**src/design/cpu_pkg.sv**
```systemverilog
package cpu_pkg;

    typedef logic [31:0] word_t;
    typedef logic [4:0]  reg_addr_t;
    typedef logic [5:0]  opcode_t;
    typedef logic [5:0]  funct_t;

    typedef enum logic [3:0] {
        ALU_ADD,
        ALU_SUB,
        ALU_AND,
        ALU_OR,
        ALU_XOR,
        ALU_NOR,
        ALU_SLT,
        ALU_SLTU,
        ALU_SLL,
        ALU_SRL,
        ALU_SRA,
        ALU_LUI,
        ALU_EQ
    } alu_op_t;

    typedef enum logic [3:0] {
        ST_LOAD,
        ST_FETCH,
        ST_DECODE,
        ST_EXEC,
        ST_WRITEBACK,
        ST_PRINT_ADDR,
        ST_PRINT_COUNT,
        ST_PRINT_SEND,
        ST_HALTED
    } cpu_state_t;

    // one decoded instruction, registered by the sequencer
    typedef struct packed {
        alu_op_t   alu_op;
        logic      a_shamt;
        logic      b_imm;
        logic      zero_ext;
        logic      reg_write;
        reg_addr_t dest;
        logic      mem_read;
        logic      mem_write;
        logic      branch_eq;
        logic      branch_ne;
        logic      jump;
        logic      jump_link;
        logic      jump_reg;
    } decoded_t;

    localparam word_t     RESET_PC = 32'h0040_0000;
    localparam word_t     SP_INIT  = 32'h7fff_effc;
    localparam reg_addr_t CTRL_REG = 5'd27;
    localparam reg_addr_t SP_REG   = 5'd29;
    localparam reg_addr_t LINK_REG = 5'd31;

    localparam int unsigned CTRL_PRINT_BIT = 1;
    localparam int unsigned CTRL_HALT_BIT  = 3;

    localparam int unsigned IMEM_WORDS = 1024;
    localparam int unsigned DMEM_WORDS = 16384;

    // primary opcodes
    localparam opcode_t OP_RTYPE = 6'h00;
    localparam opcode_t OP_J     = 6'h02;
    localparam opcode_t OP_JAL   = 6'h03;
    localparam opcode_t OP_BEQ   = 6'h04;
    localparam opcode_t OP_BNE   = 6'h05;
    localparam opcode_t OP_ADDIU = 6'h09;
    localparam opcode_t OP_SLTI  = 6'h0a;
    localparam opcode_t OP_SLTIU = 6'h0b;
    localparam opcode_t OP_ANDI  = 6'h0c;
    localparam opcode_t OP_ORI   = 6'h0d;
    localparam opcode_t OP_XORI  = 6'h0e;
    localparam opcode_t OP_LUI   = 6'h0f;
    localparam opcode_t OP_LW    = 6'h23;
    localparam opcode_t OP_SW    = 6'h2b;

    // function codes for the R-type group
    localparam funct_t F_SLL  = 6'h00;
    localparam funct_t F_SRL  = 6'h02;
    localparam funct_t F_SRA  = 6'h03;
    localparam funct_t F_SLLV = 6'h04;
    localparam funct_t F_SRLV = 6'h06;
    localparam funct_t F_SRAV = 6'h07;
    localparam funct_t F_JR   = 6'h08;
    localparam funct_t F_ADDU = 6'h21;
    localparam funct_t F_SUBU = 6'h23;
    localparam funct_t F_AND  = 6'h24;
    localparam funct_t F_OR   = 6'h25;
    localparam funct_t F_XOR  = 6'h26;
    localparam funct_t F_NOR  = 6'h27;
    localparam funct_t F_SLT  = 6'h2a;
    localparam funct_t F_SLTU = 6'h2b;

endpackage

```
**src/design/reg_file.sv**
```systemverilog
`timescale 1ns/1ns

module reg_file import cpu_pkg::*; (
    input  logic      clk,
    input  logic      reset,
    input  reg_addr_t rs_addr,
    input  reg_addr_t rt_addr,
    input  reg_addr_t wr_addr,
    input  logic      wr_en,
    input  word_t     wr_data,
    output word_t     rs_data,
    output word_t     rt_data,
    output word_t     ctrl_value
);

    word_t regs [32];

    assign rs_data    = regs[rs_addr];
    assign rt_data    = regs[rt_addr];
    assign ctrl_value = regs[CTRL_REG];

    always_ff @(posedge clk) begin
        if (reset) begin
            // stack pointer starts below the top of data memory
            for (int i = 0; i < 32; i++)
                regs[i] <= (reg_addr_t'(i) == SP_REG) ? SP_INIT : '0;
        end else if (wr_en && wr_addr != '0) begin
            regs[wr_addr] <= wr_data;
        end
    end

endmodule

```
**config.mk**
```make
export PLATFORM = sky130hd
export DESIGN_NAME = reg_file
export DESIGN_NICKNAME = d
export VERILOG_FILES = /design/src/design/cpu_pkg.sv /design/src/design/reg_file.sv
export SDC_FILE = /design/constraint.sdc
export NUM_CORES = 2
export LEC_CHECK = 0
export ABC_CLOCK_PERIOD_IN_PS = 5000
export BUFFER_PORTS_ARGS = -buffer_cell sky130_fd_sc_hd__buf_2
export CAP_MARGIN = 25
export CORE_UTILIZATION = 30
export CTS_CLUSTER_DIAMETER = 80
export DETAILED_ROUTE_END_ITERATION = 16
export PLACE_DENSITY = 0.44
export SLEW_MARGIN = 20
export SYNTH_ARGS = -nofsm -noshare
export SYNTH_HDL_FRONTEND = slang
export SYNTH_SLANG_ARGS = --single-unit
```
**constraint.sdc**
```tcl
create_clock -name clk -period 5 [get_ports clk]
set_input_delay 0.5 -clock clk [delete_from_list [all_inputs] [get_ports clk]]
set_output_delay 0.5 -clock clk [all_outputs]
set_load 0.02 [all_outputs]
```
# After elaboration in Yosys (flattened, before gate mapping)
# Memories as Yosys holds them, arrays and structs flattened.
# Index checks and enable logic that the tools add are counted.
dict set report word_totals {
  ff_bits 0
  mem_bits_rw 1024
  in_bits 50
  wordCells 12
  mem_count 1
}
dict set report op_classes {
  mux 8
  reduce_logical 3
}
# name words width read_ports rd_ports_with_merged_regs write_ports line_no
set mem_list {}
lappend mem_list {regs 32 32 3 0 32 reg_file.sv:16} ;# word_t regs [32];
# operator n
set op_table {}
lappend op_table {{two-way mux 32 bit} 1}
lappend op_table {{OR reduction 32 bit} 1}
lappend op_table {{two-way mux 1 bit} 6}
lappend op_table {{two-way mux 5 bit} 1}
lappend op_table {{nonzero test 5 bit} 1}
lappend op_table {{logical AND 1 bit} 1}

# Logic depth before layout (Yosys ltp)
dict set report depth {
  ltp_word 7
  mapped_depth 8
  ltp_nobuf 5
}

# Least setup slack after synthesis
# OpenSTA, ideal clock, no wires.
dict set report synth_path {
  path_type {input port to output port}
  start {input rs_addr[1]}
  end {output rs_data[25]}
  t_arrival_ns 1.763
  required_ns 4.500
  path_slack_ns 2.737
  cell_stages 8
  path_cell_list {buf_2 > buf_4 > buf_4 > buf_6 > mux2i_1 > a22oi_1 > a31oi_1 > nand3_1}
}
dict set report synth_between {
  elab_chain_len 1
}
# item line_no
set synth_lines {}
lappend synth_lines {{start, declared} reg_file.sv:6} ;# input reg_addr_t rs_addr,
lappend synth_lines {{memory (32 x 32 bit)} --}
lappend synth_lines {{end, declared} reg_file.sv:11} ;# output word_t rs_data,
# Every way passes these cells.

# Worst setup path in the final report
dict set report layout_path {
  start {input rs_addr[1]}
  end {output rs_data[27]}
}
# The elaborated chain is that of the path after synthesis.

==> run summary <==
The number of synthesis warnings came out at 0. The pin count of the biggest net entering global routing came out at 84. The area of the core region came out at 185,200 sq um. The global-route track usage on met3 is 3.365%. The post-route core utilization came out at 34.26%. Across every metal layer, demand over resource in global routing totals 23.88%. The share of layout cells above drive strength 1 came out at 11.85%. For the worst setup path, the data arrival time is 3010 ps. The final hold violation count is 0. The startpoint type of the worst setup path is an input pin. Hold repair after CTS inserted 0 buffers. The number of global-route vias before repair is 38,250. The die span in x came out at 433.8 um. The cell sitting at the root of the clock tree is a clkbuf_16. After detailed routing, the average wire length per cell comes to 31.64 um. Along the worst path, the maximum fanout reaches 61. The max-slew violation total from the final report came out at 0.

Once the floorplan was initialized, standard cells occupied 30.19% of the core. The residual overflow from global routing came out at 0. The cell count after synthesis came out at 4,608.

The first detailed-routing pass took 5 iterations. The CTS buffer count is 121. The startpoint identified for the worst hold timing path is reset.

The number of cells traversed by the worst hold path is 1. Dividing the synthesized area by the synthesized cell count gives 12.14 sq um. From synthesis to final layout, the design area changed by 13.48%. The slew at the pin closest to its max-slew limit came out at 1058 ps.

The number of inserted filler cells in the final layout is 18,170. The tree built by TritonCTS fans out to 1,024 sinks. The half-perimeter wire length after placement is 130,300 um. Summing internal, switching and leakage power gives 21.77 mW. The class of the tightest hold or removal check is input pin to flop.

The total leakage power is 24.45 nW. The final cycle utilization of the critical path is 70.30%. The count of nets left with antenna violations once routing finished came out at 0.

The register with the most flip-flops in the layout has 1,024 of them. During placement, the flow inserted port buffers numbering 145. The worst setup path is captured at an output pin. The final RePlAce weighted congestion came out at 0.8074.

The die outline area is 188,100 sq um. The number of max-cap violations is 0. The total power divided by cell area came out at 343.1 nW/um^2. Walking the worst path, the cells encountered are buf_8, buf_12, mux2i_1, a22o_1, nor3_1, a31oi_1, nand3_1, buf_2. The count of standard-cell rows is 158.

TritonCTS built the clock tree. The cell type of the slowest stage on the worst timing path is buf_8. By startpoint and endpoint, the worst setup path is classified as input pin to output pin.

The routing layer with the top usage in global route is met2. Setup repair after global routing left no endpoint under its margin. The number of buffers and inverters on the critical path is 3. The routed design has 228,300 um of wire.

The vertical extent of the die came out at 433.8 um. The largest registers in the layout are regs (1024). The number of endpoints failing setup at the final stage is 0. The required time at the worst-slack endpoint is 4500 ps. The count of nets after finishing is 4,669. The post-detailed-route via-to-cell ratio came out at 5.318. The remaining routing DRC violations is 0. The number of antenna violations at the first check in global routing is 32. The post-CTS clock slew at the launch and capture registers of the worst setup and hold paths came out at 60 ps. The final setup TNS is 0 ps. The worst-case headroom to the max-slew limit is 29.48%.

The first global-routing pass estimated 312,200 um of wire. After the first detailed-routing iteration, the DRC count stood at 3,519. 146 I/O pins were placed.

The achievable frequency came out at 0.2845 GHz. The maximum resistive drop on vdd is 0.2730 mV. The maximum clock path buffer count is 3. In this run the post-CTS setup repair buffer count came out at 0. The routed layout has 38,370 vias. The largest incremental delay on the critical path is 530 ps.

The CTS H-tree depth came out at 3. Across all hold checks on the routed design, the worst slack comes to 256.7 ps. After synthesis the cells add up to 55,920 sq um. In the global route stage, met1 resource usage came out at 32.06%. In this run, synthesis produced a sequential element count of 1,024. The worst hold path terminates at regs[0][22].

Once layout is complete, the cells apart from fillers number 7,216. The family with the most delay on the worst path is buffers and inverters. Including well taps, the total number of placed cells is 6,976. The top cell types in the final layout, fill and taps aside, are 1,024 x mux2i_1, 1,024 x edfxtp_1, 964 x and2_1. The run finished with clean final reports. regs holds more flip-flops than any other register. Of the synthesized area, sequential elements account for 54.98%. The number of different library cells in the post-synthesis netlist is 30.

The global-route met2 utilization came out at 39.20%. The final critical delay including setup and external delays came out at 3515 ps. The number of gates resized after CTS came out at 0.
[area by class of cell]
class | count | area, sq um | area share [%]
antenna | 17 | 42.54 | 0.06703
clock buffer | 147 | 3168 | 4.992
clock inverter | 76 | 718.2 | 1.132
multi-input combinational | 3166 | 23330 | 36.76
sequential | 1024 | 30750 | 48.45
tap | 2480 | 3103 | 4.889
timing repair buffer | 306 | 2352 | 3.706
[synthesized netlist by cell type]
library cell  instances  area, sq um
nand3_1             193        965.9
clkbuf_1            242        908.4
nand2b_1              5        31.28
nand3b_2              1        11.26
nor2_1               22        82.58
clkbuf_2             21        105.1
buf_2                60        300.3
nor3_1               64        320.3
nor2_2                6        37.54
a31oi_1              64        400.4
buf_4                79        593.1
edfxtp_1           1024        30750
mux2i_1            1024        10250
nor2b_1               5        31.28
buf_1                30        112.6
nor2_4                7        78.83
buf_6                17        191.4
a22oi_1             192         1441
or3_1                30        187.7
a21oi_1             192        960.9
or3b_1                1        8.760
a22o_1              128         1121
conb_1                1        3.750
and2_1              966         6043
nand3b_1              3        22.52
or3b_4                1        11.26
or2_2                33        206.5
nand2_2               1        6.260
nand2_1             195        732.0
nand3_2               1        10.01
[where the power goes]
group,internal (mW),switching [mW],total [mW]
sequential,9.92,0.261,10.2
clock,5.10,3.83,8.93
combinational,0.848,1.81,2.66
[how the worst max path moves through the flow]
stage                     from  depth (start not counted)  slack, ps      endpoint
floorplan           rs_addr[1]                          8       2740   rs_data[25]
global placement         reset                          6       1390  regs[26][30]
detailed placement       reset                          6       1450  regs[16][16]
CTS                 rt_addr[0]                          8       1500   rt_data[22]
global route        rt_addr[1]                          8       1350   rt_data[27]
finish              rs_addr[1]                          8       1490   rs_data[27]
[metal layers]
metal / share of wire [%] / up-vias
met4: 3.1 / 2
li1: - / 16930
met3: 5.9 / 314
met2: 48 / 1291
met5: 0.0039 / -
met1: 43 / 19840
[per-stage QoR]
step / area [sq um] / worst slack [ps]
CTS: 63420 / 1496
finish: 63460 / 1485
global route: 63430 / 1347
detailed placement: 59540 / 1446
global placement: 59500 / 1385
floorplan: 56040 / 2737
[logic make-up after synthesis]
family,synth area share (%)
flops,54.98
mux,18.33
other cells,0.006705
buf+inv,3.953
compound gates,7.016
simple gates,15.71
Power figures use the tool's default switching activity.
