===== src/design/cpu_pkg.sv =====
package cpu_pkg;

    typedef logic [31:0] word_t;
    typedef logic [4:0]  reg_addr_t;
    typedef logic [5:0]  opcode_t;
    typedef logic [5:0]  funct_t;

    typedef enum logic [3:0] {
        ALU_ADD,
        ALU_SUB,
        ALU_AND,
        ALU_OR,
        ALU_XOR,
        ALU_NOR,
        ALU_SLT,
        ALU_SLTU,
        ALU_SLL,
        ALU_SRL,
        ALU_SRA,
        ALU_LUI,
        ALU_EQ
    } alu_op_t;

    typedef enum logic [3:0] {
        ST_LOAD,
        ST_FETCH,
        ST_DECODE,
        ST_EXEC,
        ST_WRITEBACK,
        ST_PRINT_ADDR,
        ST_PRINT_COUNT,
        ST_PRINT_SEND,
        ST_HALTED
    } cpu_state_t;

    // one decoded instruction, registered by the sequencer
    typedef struct packed {
        alu_op_t   alu_op;
        logic      a_shamt;
        logic      b_imm;
        logic      zero_ext;
        logic      reg_write;
        reg_addr_t dest;
        logic      mem_read;
        logic      mem_write;
        logic      branch_eq;
        logic      branch_ne;
        logic      jump;
        logic      jump_link;
        logic      jump_reg;
    } decoded_t;

    localparam word_t     RESET_PC = 32'h0040_0000;
    localparam word_t     SP_INIT  = 32'h7fff_effc;
    localparam reg_addr_t CTRL_REG = 5'd27;
    localparam reg_addr_t SP_REG   = 5'd29;
    localparam reg_addr_t LINK_REG = 5'd31;

    localparam int unsigned CTRL_PRINT_BIT = 1;
    localparam int unsigned CTRL_HALT_BIT  = 3;

    localparam int unsigned IMEM_WORDS = 1024;
    localparam int unsigned DMEM_WORDS = 16384;

    // primary opcodes
    localparam opcode_t OP_RTYPE = 6'h00;
    localparam opcode_t OP_J     = 6'h02;
    localparam opcode_t OP_JAL   = 6'h03;
    localparam opcode_t OP_BEQ   = 6'h04;
    localparam opcode_t OP_BNE   = 6'h05;
    localparam opcode_t OP_ADDIU = 6'h09;
    localparam opcode_t OP_SLTI  = 6'h0a;
    localparam opcode_t OP_SLTIU = 6'h0b;
    localparam opcode_t OP_ANDI  = 6'h0c;
    localparam opcode_t OP_ORI   = 6'h0d;
    localparam opcode_t OP_XORI  = 6'h0e;
    localparam opcode_t OP_LUI   = 6'h0f;
    localparam opcode_t OP_LW    = 6'h23;
    localparam opcode_t OP_SW    = 6'h2b;

    // function codes for the R-type group
    localparam funct_t F_SLL  = 6'h00;
    localparam funct_t F_SRL  = 6'h02;
    localparam funct_t F_SRA  = 6'h03;
    localparam funct_t F_SLLV = 6'h04;
    localparam funct_t F_SRLV = 6'h06;
    localparam funct_t F_SRAV = 6'h07;
    localparam funct_t F_JR   = 6'h08;
    localparam funct_t F_ADDU = 6'h21;
    localparam funct_t F_SUBU = 6'h23;
    localparam funct_t F_AND  = 6'h24;
    localparam funct_t F_OR   = 6'h25;
    localparam funct_t F_XOR  = 6'h26;
    localparam funct_t F_NOR  = 6'h27;
    localparam funct_t F_SLT  = 6'h2a;
    localparam funct_t F_SLTU = 6'h2b;

endpackage


===== src/design/alu.sv =====
`timescale 1ns/1ns

module alu import cpu_pkg::*; (
    input  alu_op_t op,
    input  word_t   a,
    input  word_t   b,
    output word_t   y
);

    logic [4:0] shamt;
    logic       lt_signed;
    logic       lt_unsigned;

    // shift amount comes from a, either shamt field or rs
    assign shamt       = a[4:0];
    assign lt_signed   = $signed(a) < $signed(b);
    assign lt_unsigned = a < b;

    always_comb begin
        case (op)
            ALU_ADD:  y = a + b;
            ALU_SUB:  y = a - b;
            ALU_AND:  y = a & b;
            ALU_OR:   y = a | b;
            ALU_XOR:  y = a ^ b;
            ALU_NOR:  y = ~(a | b);
            ALU_SLT:  y = {31'b0, lt_signed};
            ALU_SLTU: y = {31'b0, lt_unsigned};
            ALU_SLL:  y = b << shamt;
            ALU_SRL:  y = b >> shamt;
            ALU_SRA:  y = $signed(b) >>> shamt;
            ALU_LUI:  y = {b[15:0], 16'b0};
            // branch compare, flag in bit 0
            ALU_EQ:   y = {31'b0, a == b};
            default:  y = '0;
        endcase
    end

endmodule


===== config.mk =====
export PLATFORM = sky130hd
export DESIGN_NAME = alu
export DESIGN_NICKNAME = d
export VERILOG_FILES = /design/src/design/cpu_pkg.sv /design/src/design/alu.sv
export SDC_FILE = /design/constraint.sdc
export NUM_CORES = 1
export LEC_CHECK = 0
export ABC_AREA = 0
export ABC_CLOCK_PERIOD_IN_PS = 18300
export BUFFER_PORTS_ARGS = -buffer_cell sky130_fd_sc_hd__buf_2
export CAP_MARGIN = 25
export CELL_PAD_IN_SITES_DETAIL_PLACEMENT = 1
export CELL_PAD_IN_SITES_GLOBAL_PLACEMENT = 2
export CORE_AREA = 3 3 158 160
export DETAILED_ROUTE_END_ITERATION = 7
export DIE_AREA = 0 0 161 163
export PLACE_DENSITY_LB_ADDON = 0.1
export SKIP_LAST_GASP = 1
export SYNTH_ARGS = -nofsm -noshare
export SYNTH_HDL_FRONTEND = slang
export SYNTH_SLANG_ARGS = --single-unit

===== constraint.sdc =====
create_clock -name vclk -period 18.3
set_clock_uncertainty 0.1 [all_clocks]
set_input_delay 3.66 -clock vclk [all_inputs]
set_output_delay 3.66 -clock vclk [all_outputs]
set_load 0.05 [all_outputs]

* Yosys cells after proc, flatten, opt, wreduce, memory -nomap -nowiden *
Index checks and enable logic that the tools add are counted.

cells by class
  add/sub/neg operators = 2
  multiply operators = 0
  divide/modulo/power cells = 0
  $lt $le $gt $ge = 2
  eq/ne operators = 13
  shift operators = 3
  muxes and demuxes = 1
  bitwise logic cells = 4
  reduce and logical (&&, ||, !) cells = 1

operators by type and width
  operator            count
  $pmux 32 s13        1
  $lt 32x32->1        2
  $add 32x32->32      1
  $and 32x32->32      1
  $eq 32x32->1        1
  $not 32->32         1
  $or 32x32->32       1
  $shl 32x5->32       1
  $shr 32x5->32       1
  $sshr 32x5->32      1
  $sub 32x32->32      1
  $xor 32x32->32      1
  $eq 4x4->1 const B  5
  $eq 4x3->1 const B  4
  $eq 4x2->1 const B  2
  $eq 4x1->1 const B  1
  $logic_not 4->1     1

storage, ports and cells
  register bits = 0
  bits in latches = 0
  memory bits (writable) = 0
  ROM bits = 0
  bits of input ports = 68
  output and inout port bits = 32
  word-level logic and storage cells = 26
  memories kept = 0

* Depth between registers and ports, before layout *
  depth in word-level cells = 3
  depth in mapped cells = 15
  gate-level depth less buffers = 12

* Worst setup path before layout *
No wires, ideal clock.

  kind = input-to-output
  start = in a[2]
  end = out y[30]
  data arrival time = 7869 ps
  setup slack = 6671 ps
  cell stages on the path = 15
  path buffers = 4
  cells stage by stage = clkbuf_1 inv_1 buf_1 clkbuf_1 ha_1 buf_2 nor3_1 a211o_1 a211o_1 a221o_1 or4_1 a31o_2 o22ai_4 mux2i_1 o221ai_1

on the way
  cells in the longest elaborated chain, start to end = 2
  elaborated cells between the ends (all ways) = 6

ends and longest elaborated chain
  element                                       RTL line   source
  start: declaration                            alu.sv:5   input word_t a,
  $sub 32x32->32, or another cell as far along  alu.sv:22  ALU_SUB: y = a - b;
  $pmux 32 s13 (*)                              alu.sv:20  case (op)
  end: declaration                              alu.sv:7   output word_t y

Mark *: on every way between the ends. The rest lies on a longest branch, timed or not.

* Worst setup path in the final report *
  start = in a[3]
  end = out y[0]

on the way
  cells in the longest elaborated chain, start to end = 2
  elaborated cells between the ends (all ways) = 7

ends and longest elaborated chain
  element                                     RTL line   source
  $lt 32x32->1, or another cell as far along  alu.sv:17  assign lt_unsigned = a < b;
  $pmux 32 s13 (*)                            alu.sv:20

Marks and branches as above.

==> summary by stage <==
Layout
The clock buffers instantiated in the layout total 0. The count of sequential standard cells is 0. The number of nets in the final layout is approximately 1,500. The library cells used most frequently in the layout, excluding fill and tap cells, are 163 x nor2_1, 125 x nand2_1, 118 x a21oi_1.

The area added between synthesis and finish is 7.35%. Of the cells placed in the final design, the portion with a size suffix greater than 1 is 13.5%. The library cell used most frequently in the layout, excluding fill and tap cells, is nor2_1.

In the final layout, flip-flops and latches occupy 0 µm².

Global route
The first global-routing pass estimated between 70,000 and 80,000 µm of wire. The total global-route track usage is 35.0%. The via count of the first global-routing pass was 10,681. The aggregate global routing overflow is 0. The number of antenna violations at the first check in global routing is 0. The pin count of the biggest net entering global routing is 78.

Hold path
For hold timing, the worst endpoint is y[10]. The classification of the worst-slack hold path is input port to output pin. The startpoint of the most critical hold path is op[3]. The depth of the worst hold-timing path is 3.

Critical path
The arrival time at the worst endpoint is 9.07 ns. STA puts the critical path data required time at 14.54 ns. The kind of launch point of the worst setup path is an input port. The worst setup path is captured at an output pin. Of all nets on the critical path, the largest fanout is between 70 and 80. The path type of the worst setup path is input port to output pin.

Synthesis
The number of nets in the synthesized netlist is 1,506. Counting distinct cell types in the post-synthesis netlist gives 69. The post-synthesis instance area is 8750 µm². By area the synthesized netlist is led by ha_1 15%, mux4_2 7.7%, nor2_1 7.0%. The sequential cell area fraction in the yosys report is 0%. After synthesis, the largest area contributor takes up between 10 and 15% of total cell area. During synthesis, Yosys emitted a total of 0 warnings. The average cell area after synthesis is between 6 and 7 µm². The biggest area contributor in the post-synthesis netlist is ha_1. The cell count after synthesis is 1,332.

Clock tree
Hold repair after CTS inserted 0 buffers. After clock tree synthesis, the repair step resized 0 gates. Once the clock tree was built, the setup fixing pass inserted 0 buffers.

Drt
The total wirelength of the detailed-routed design is 48,100 µm. The iteration-0 DRC count of the detailed router is 1,319. The via density per instance is 6.76. The first detailed-routing pass ran for 6 iterations. The number of nets still failing antenna checks after routing is 0. The total via count in the routed design is 11,223. The routed wire length per instance is around 29 µm. In the routed design, unresolved DRC markers number 0.

Placement
The number of port buffers is 100. At the end of routability-driven placement, the weighted congestion stood at approximately 0.97. The HPWL after detailed placement is 36,900 µm.

Floorplanning
The core region is roughly 24,000 µm². The die is ~160 µm tall. For this configuration, the core starts out at a cell density of 37.2%. The floorplan step defined a die boundary enclosing 26,200 µm². The floorplan die width is 161 µm.

The number of rows in the core area is 56. In this run the count of I/O pins placed on the die edge is 100.

Job
The tool flagged a number of max-cap violations equal to 0.

STA
The final period utilization is 70.1%. The final hold violation count is 0. At the pin with the least slew margin, the transition time is roughly 1.0 ns. The final-report max-slew violation count is 0.

The worst max-slew margin expressed relative to the limit is 29.9%. Based on the critical path, the design can be clocked at up to 77.9 MHz. Setup violations remaining at the end of the flow were counted as 0. The worst path in the final design needs a cycle of 12.83 ns, including I/O delays and setup.

The total negative slack for setup checks is 0 ns. Setup repair after global routing left no endpoint under its margin.

Run status
The run finished with clean final reports.
## cells in the mapped netlist (all sizes together), types with 16 or more instances
library cell  count
a21o             20
ha              104
a211oi           28
mux4             30
nand3            28
buf              30
a21oi           118
o22ai            21
clkbuf           82
o211ai           17
nand2           125
o21ai            99
nor2            164
nor3             32
nand2b           17
a221o            16
inv              94
a221oi           25
mux2i            54
o31ai            18
## cells by family (layout without fill, tap and decap cells)
kind of cell | Yosys count | in the layout | share of synthesized area, %
AOI/OAI and AO/OA | 486 | 486 | 37.7
xor gates and xnor gates | 6 | 6 | 0.601
adders and majority gates | 106 | 106 | 15.3
buffers and inverters | 207 | 215 | 9.05
muxes | 96 | 96 | 15.4
other | 0 | 1 | 0
and+or+nand+nor | 431 | 431 | 21.9
## metal layers
layer  track usage (%)  wire length (µm)  share of wire (%)  vias up
li1                  -                 -                  -     5014
met1              48.5             20900                 43     5577
met2              55.2             20900                 43      534
met3              4.04              3660                7.6       98
met4              14.8              2640                5.5        0
met5                 0                 0                  0        -
## stage by stage
stage               hold slack, ns  worst slack (ns)  std cells  area, µm²  utilization [%]
finish                        7.79              5.47       1660       9390             39.9
global route                  7.83              5.33       1659       9390             39.9
CTS                           7.78              5.69       1659       9390             39.9
detailed placement            7.78              5.73       1659       9390             39.9
global placement              7.77              5.72       1659       9390             39.9
floorplan                     7.68              6.67       1332       8750                -
## critical path, cell delays in order
cell	delay [ns]
buf_2	0.08
buf_4	0.59
clkinv_1	0.93
ha_1	0.78
inv_2	0.10
a211o_1	0.32
a211o_1	0.38
a221o_1	0.42
or4_1	0.52
a31o_2	0.30
o22ai_4	0.21
o221ai_1	0.19
o2111ai_1	0.19
buf_2	0.35
## cell type report
cell class | count | area (µm²)
inverter | 95 | 357
timing repair buffer | 120 | 653
tap | 319 | 399
fill | 3148 | 14100
multi-input combinational | 1125 | 7980
antenna | 1 | 2.50
## worst max path at each step
stage | from | endpoint | slack, ns | cells after the start
2_1_floorplan | a[2] | y[30] | 6.67 | 15
3_3_place_gp | a[3] | y[0] | 5.72 | 14
3_5_place_dp | a[3] | y[0] | 5.73 | 14
4_1_cts | a[3] | y[0] | 5.69 | 14
5_1_grt | a[3] | y[0] | 5.33 | 14
6_report | a[3] | y[0] | 5.47 | 14
