File: src/design/cpu_pkg.sv
package cpu_pkg;

    typedef logic [31:0] word_t;
    typedef logic [4:0]  reg_addr_t;
    typedef logic [5:0]  opcode_t;
    typedef logic [5:0]  funct_t;

    typedef enum logic [3:0] {
        ALU_ADD,
        ALU_SUB,
        ALU_AND,
        ALU_OR,
        ALU_XOR,
        ALU_NOR,
        ALU_SLT,
        ALU_SLTU,
        ALU_SLL,
        ALU_SRL,
        ALU_SRA,
        ALU_LUI,
        ALU_EQ
    } alu_op_t;

    typedef enum logic [3:0] {
        ST_LOAD,
        ST_FETCH,
        ST_DECODE,
        ST_EXEC,
        ST_WRITEBACK,
        ST_PRINT_ADDR,
        ST_PRINT_COUNT,
        ST_PRINT_SEND,
        ST_HALTED
    } cpu_state_t;

    // one decoded instruction, registered by the sequencer
    typedef struct packed {
        alu_op_t   alu_op;
        logic      a_shamt;
        logic      b_imm;
        logic      zero_ext;
        logic      reg_write;
        reg_addr_t dest;
        logic      mem_read;
        logic      mem_write;
        logic      branch_eq;
        logic      branch_ne;
        logic      jump;
        logic      jump_link;
        logic      jump_reg;
    } decoded_t;

    localparam word_t     RESET_PC = 32'h0040_0000;
    localparam word_t     SP_INIT  = 32'h7fff_effc;
    localparam reg_addr_t CTRL_REG = 5'd27;
    localparam reg_addr_t SP_REG   = 5'd29;
    localparam reg_addr_t LINK_REG = 5'd31;

    localparam int unsigned CTRL_PRINT_BIT = 1;
    localparam int unsigned CTRL_HALT_BIT  = 3;

    localparam int unsigned IMEM_WORDS = 1024;
    localparam int unsigned DMEM_WORDS = 16384;

    // primary opcodes
    localparam opcode_t OP_RTYPE = 6'h00;
    localparam opcode_t OP_J     = 6'h02;
    localparam opcode_t OP_JAL   = 6'h03;
    localparam opcode_t OP_BEQ   = 6'h04;
    localparam opcode_t OP_BNE   = 6'h05;
    localparam opcode_t OP_ADDIU = 6'h09;
    localparam opcode_t OP_SLTI  = 6'h0a;
    localparam opcode_t OP_SLTIU = 6'h0b;
    localparam opcode_t OP_ANDI  = 6'h0c;
    localparam opcode_t OP_ORI   = 6'h0d;
    localparam opcode_t OP_XORI  = 6'h0e;
    localparam opcode_t OP_LUI   = 6'h0f;
    localparam opcode_t OP_LW    = 6'h23;
    localparam opcode_t OP_SW    = 6'h2b;

    // function codes for the R-type group
    localparam funct_t F_SLL  = 6'h00;
    localparam funct_t F_SRL  = 6'h02;
    localparam funct_t F_SRA  = 6'h03;
    localparam funct_t F_SLLV = 6'h04;
    localparam funct_t F_SRLV = 6'h06;
    localparam funct_t F_SRAV = 6'h07;
    localparam funct_t F_JR   = 6'h08;
    localparam funct_t F_ADDU = 6'h21;
    localparam funct_t F_SUBU = 6'h23;
    localparam funct_t F_AND  = 6'h24;
    localparam funct_t F_OR   = 6'h25;
    localparam funct_t F_XOR  = 6'h26;
    localparam funct_t F_NOR  = 6'h27;
    localparam funct_t F_SLT  = 6'h2a;
    localparam funct_t F_SLTU = 6'h2b;

endpackage

File: src/design/instr_decode.sv
`timescale 1ns/1ns

module instr_decode import cpu_pkg::*; (
    input  word_t    instr,
    output decoded_t dec
);

    opcode_t op;
    funct_t  fn;

    assign op = instr[31:26];
    assign fn = instr[5:0];

    always_comb begin
        dec        = '0;
        dec.alu_op = ALU_ADD;
        // I-type results go to rt
        dec.dest   = instr[20:16];
        case (op)
            OP_RTYPE: begin
                dec.dest      = instr[15:11];
                dec.reg_write = 1'b1;
                dec.a_shamt   = (fn == F_SLL) || (fn == F_SRL) || (fn == F_SRA);
                case (fn)
                    F_ADDU:             dec.alu_op = ALU_ADD;
                    F_SUBU:             dec.alu_op = ALU_SUB;
                    F_AND:              dec.alu_op = ALU_AND;
                    F_OR:               dec.alu_op = ALU_OR;
                    F_XOR:              dec.alu_op = ALU_XOR;
                    F_NOR:              dec.alu_op = ALU_NOR;
                    F_SLT:              dec.alu_op = ALU_SLT;
                    F_SLTU:             dec.alu_op = ALU_SLTU;
                    F_SLL, F_SLLV:      dec.alu_op = ALU_SLL;
                    F_SRL, F_SRLV:      dec.alu_op = ALU_SRL;
                    F_SRA, F_SRAV:      dec.alu_op = ALU_SRA;
                    F_JR: begin
                        dec.reg_write = 1'b0;
                        dec.jump_reg  = 1'b1;
                    end
                    default:            dec.reg_write = 1'b0;
                endcase
            end
            OP_ADDIU, OP_SLTI, OP_SLTIU, OP_ANDI, OP_ORI, OP_XORI, OP_LUI: begin
                dec.reg_write = 1'b1;
                dec.b_imm     = 1'b1;
                dec.zero_ext  = (op == OP_ANDI) || (op == OP_ORI) || (op == OP_XORI);
                case (op)
                    OP_SLTI:  dec.alu_op = ALU_SLT;
                    OP_SLTIU: dec.alu_op = ALU_SLTU;
                    OP_ANDI:  dec.alu_op = ALU_AND;
                    OP_ORI:   dec.alu_op = ALU_OR;
                    OP_XORI:  dec.alu_op = ALU_XOR;
                    OP_LUI:   dec.alu_op = ALU_LUI;
                    default:  dec.alu_op = ALU_ADD;
                endcase
            end
            OP_LW: begin
                dec.b_imm     = 1'b1;
                dec.mem_read  = 1'b1;
                dec.reg_write = 1'b1;
            end
            OP_SW: begin
                dec.b_imm     = 1'b1;
                dec.mem_write = 1'b1;
            end
            OP_BEQ: begin
                dec.alu_op    = ALU_EQ;
                dec.branch_eq = 1'b1;
            end
            OP_BNE: begin
                dec.alu_op    = ALU_EQ;
                dec.branch_ne = 1'b1;
            end
            OP_J:    dec.jump = 1'b1;
            OP_JAL: begin
                dec.jump      = 1'b1;
                dec.jump_link = 1'b1;
                dec.reg_write = 1'b1;
                dec.dest      = LINK_REG;
            end
            default: dec.reg_write = 1'b0;
        endcase
    end

endmodule

File: config.mk
export PLATFORM = sky130hd
export DESIGN_NAME = instr_decode
export DESIGN_NICKNAME = d
export VERILOG_FILES = /design/src/design/cpu_pkg.sv /design/src/design/instr_decode.sv
export SDC_FILE = /design/constraint.sdc
export NUM_CORES = 1
export LEC_CHECK = 0
export ABC_AREA = 1
export BUFFER_PORTS_ARGS = -buffer_cell sky130_fd_sc_hd__buf_2
export CAP_MARGIN = 5
export CELL_PAD_IN_SITES_DETAIL_PLACEMENT = 0
export CELL_PAD_IN_SITES_GLOBAL_PLACEMENT = 1
export CORE_ASPECT_RATIO = 1.5
export CORE_MARGIN = 3
export CORE_UTILIZATION = 23
export DETAILED_ROUTE_END_ITERATION = 10
export PLACE_DENSITY_LB_ADDON = 0.1
export RECOVER_POWER = 50
export SETUP_SLACK_MARGIN = 0.02
export SLEW_MARGIN = 20
export SYNTH_ARGS = -nofsm -noshare
export SYNTH_HDL_FRONTEND = slang
export SYNTH_SLANG_ARGS = --single-unit
File: constraint.sdc
create_clock -name vclk -period 2.6
set_clock_uncertainty 0.05 [all_clocks]
set_input_delay 0.39 -clock vclk [all_inputs]
set_output_delay 0.39 -clock vclk [all_outputs]
set_load 0.005 [all_outputs]
### Yosys cells after proc, flatten, opt, wreduce, memory -nomap -nowiden

Cells that the tools add are included.
Widths: inputs -> output; s select.

| word-level totals | value |
|---|---|
| bits in registers | 0 |
| bits in latches | 0 |
| memory bits (writable) | 0 |
| bits in read-only memories | 0 |
| input bits | 32 |
| output and inout bits | 20 |
| word-level logic and storage cells | 59 |
| memories | 0 |

| cells by class | value |
|---|---|
| add/subtract/negate cells | 0 |
| multiply operators | 0 |
| div/mod/pow operators | 0 |
| order comparisons | 0 |
| equality and inequality tests | 27 |
| shift operators | 0 |
| multiplexer cells | 17 |
| bitwise logic cells | 0 |
| reductions and logical operators | 15 |

Operators by type and width:

| cell | number |
|---|---|
| $eq 6x6->1 const B | 10 |
| $eq 6x4->1 const B | 8 |
| $pmux 4 s10 | 1 |
| $eq 6x3->1 const B | 5 |
| $eq 6x2->1 const B | 4 |
| $pmux 4 s6 | 1 |
| $reduce_or 9->1 | 2 |
| $reduce_or 14->1 | 1 |
| $logic_not 6->1 | 2 |
| $mux 1 | 12 |
| $pmux 4 s3 | 1 |
| $pmux 5 s2 | 1 |
| $reduce_or 2->1 | 5 |
| $reduce_or 7->1 | 1 |
| $logic_or 1x1->1 | 4 |
| $pmux 1 s2 | 1 |

### Longest topological paths before layout

| depth | value |
|---|---|
| depth in word-level cells | 4 |
| gate-level depth with buffers | 9 |
| mapped depth without buffers | 9 |

### Worst setup path after synthesis

Ideal clock, no wire load.

| timing path | value |
|---|---|
| path type | input to output |
| start point | in instr[27] |
| end point | out dec[15] (netlist bit) |
| arrival time | 0.982 ns |
| data required time | 2.160 ns |
| slack | 1.178 ns |
| cell stages on the path | 5 |
| path buffers | 0 |
| cell sequence | inv_1 -> nand4_4 -> inv_4 -> nand3_4 -> nor2_2 |

RTL lines:

| element | RTL line | source |
|---|---|---|
| start: declaration | instr_decode.sv:4 | `input word_t instr,` |
| end: declaration | instr_decode.sv:5 | `output decoded_t dec` |

==> flow_summary_export.csv <==
group,metric,value,unit
run_status,outcome,"finished clean",
cells_and_area,final_cell_count_no_fill,171,
worst_setup_path,path_class,"input port to output pin",
grt,busiest_layer,"met2",
timing,finalSetupTns,0,ps
timing,rsz0062_at_grt,"false",
detailed_routing,ant_nets,0,
placed_design,dp_hpwl,1528,um
die,fp-row-count,20,
clock_network,cts_hold_repair.buffers,0,
cells_and_area,regArea,0,sq um
yosys,synth.most_common_cell,"nand2_1",
detailed_routing,vias,780,
grt,grtUsageMet2,22.12,%
timing,timing.fmax,0.5096,GHz
die,ios,52,
timing,min_period_over_period,75.48,%
cells_and_area,antenna_cells,0,
detailed_routing,drtIter0Drc,9,
cells_and_area,finalNetCount,183,
yosys,synthesis.area,514.2,sq um
clock_network,cts_resized,0,
detailed_routing,drc_errors,0,
die,die_area,0.002851,sq mm
worst_hold_path,hold_path.class,"input port to output pin",
yosys,synth_cells,107,
detailed_routing,totalWireLength,1711,um
yosys,ys_top_cells_by_count,"nand2_1, inv_1, nand3_1",
timing,worst_pin_slew,382.0,ps
run,cap_violations,0,
yosys,ys_seq_area_share,0,%
power,p_sw_share,59.02,%
worst_hold_path,hp-start,"instr[2]",
timing,fin_crit,1963,ps
cells_and_area,nFlopsAndLatches,0,
power,leakagePower,0.5170,nW
worst_hold_path,hold_end,"dec[15]",
detailed_routing,drt-vias-per-instance,4.561,
power,p_seq_share,0,%
power,power,79.40,uW
yosys,yosys_warnings,0,
grt,grt_pass1_vias,668,
grt,grt_max_degree,11,
cells_and_area,area_growth,43.80,%
timing,hold_violations,0,
grt,grt_usage,11.34,%
clock_network,cts_setup_buffers,0,
yosys,synth_top_area_share,27.01,%
grt,antenna_found_initial,0,
worst_setup_path,critPathCaptureType,"output pin",
cells_and_area,drive_gt1_share,28.86,%
grt,overflow,0,
die,die_width,44.61,um
detailed_routing,route.detailed.wl_per_inst,10.01,um
placed_design,dp.cells,171,
grt,grtUsageMet1,13.28,%
cells_and_area,num-clock-buffers,0,
worst_setup_path,required,2160,ps
die,start_util,24.76,%
cells_and_area,design_area,739.5,sq um
detailed_routing,dr.pass1.iters,4,
worst_setup_path,start_kind,"input port",
power,p_switching,46.87,uW
placed_design,routabilityCongestion,0.8128,
timing,slew_headroom,74.44,%
worst_setup_path,worstPathArrival,1520,ps
yosys,syn_area_per_cell,4.806,sq um
worst_hold_path,min_path_cells,3,
yosys,synth_fp_nets,139,
worst_setup_path,worstPathMaxFanout,7,
timing,final_max_slew_viol_count,0,
power,comb_power_share,100.0,%
placed_design,placed_area,752.0,sq um
placed_design,portBuffers,42,
power,powerDensity,107.4,mW/mm^2
timing,setup_viol,0,
die,dieHeight,63.91,um
timing,setup_ws,637.5,ps
grt,grt_pass1_wl,2663,um
yosys,yosys.area.top_type,"nand2_1",
power,ir_worst_vdd,39.89,uV
yosys,synth_area_leaders,"nand2_1, nand3_1, inv_1",
power,pwr-share-clk,0,%
die,core,0.002077,sq mm
grt,grt_util_met3,0.2817,%
yosys,synth_cell_types,18,
placed_design,post-place-ws,818.0,ps
power,p_int,32.54,uW
cell families after synthesis:
family,count (synthesis),share of synthesized area (%)
AOI/OAI and AO/OA,6,8.029
buffers and inverters,22,16.55
and+or+nand+nor,79,75.43
worst max-delay path, stage by stage:
cell and delay (ps):
buf_2 130, nor2_1 330, nand3_1 300, nand3_1 170
nor2_1 50, nand2_1 50, buf_2 110
per-stage QoR:
stage | utilization, % | hold WS, ps
final | 35.60 | 967.7
after global routing | 35.60 | 981.7
after CTS | 36.20 | 972.1
after detailed placement | 36.20 | 971.1
after global placement | 36.20 | 969.6
after floorplan | - | 752.0
cells in the final DEF (no fill, tap or decap):
cell type,netlist,routed
nand2_1,37,37
buf_2,0,36
inv_1,21,21
nand3_1,17,17
nor2_1,14,15
clkbuf_1,0,4
nor3_1,2,2
o211ai_1,2,2
o21ai_0,2,2
nand4_1,2,2
clkbuf_2,0,2
nor2_8,1,1
nand4_4,1,1
inv_4,1,1
and2_1,1,1
o2111ai_1,1,1
a21o_1,1,1
nand3_4,1,1
nor2_2,1,1
nor4_1,1,1
area by class of cell:
class	count	area (sq um)
multi-input combinational	85	421.7
timing repair buffer	42	205.2
tap	22	27.53
fill	256	1338
inverter	22	85.08
how the worst max path moves through the flow:
stage | cells after the start | start | slack [ps] | end
after floorplan | 5 | instr[27] | 1180 | dec[15]
after global placement | 7 | instr[31] | 820 | dec[12]
after detailed placement | 7 | instr[31] | 820 | dec[12]
after CTS | 7 | instr[31] | 820 | dec[12]
after global routing | 7 | instr[28] | 540 | dec[9]
final | 7 | instr[28] | 640 | dec[12]
power by group through the flow:
stage               combinational, mW  clock (mW)  sequential, mW
floorplan                      0.0408           0               0
global placement               0.0822           0               0
detailed placement             0.0821           0               0
CTS                            0.0824           0               0
global route                   0.0901           0               0
finish                         0.0794           0               0
per-layer routing:
layer | share of wire (%) | vias to the layer above
met2 | 56 | 22
met5 | 0 | -
met1 | 37 | 332
met4 | 0 | 0
met3 | 6.3 | 0
li1 | - | 426
Note: power is estimated with default switching activity, not from simulation.
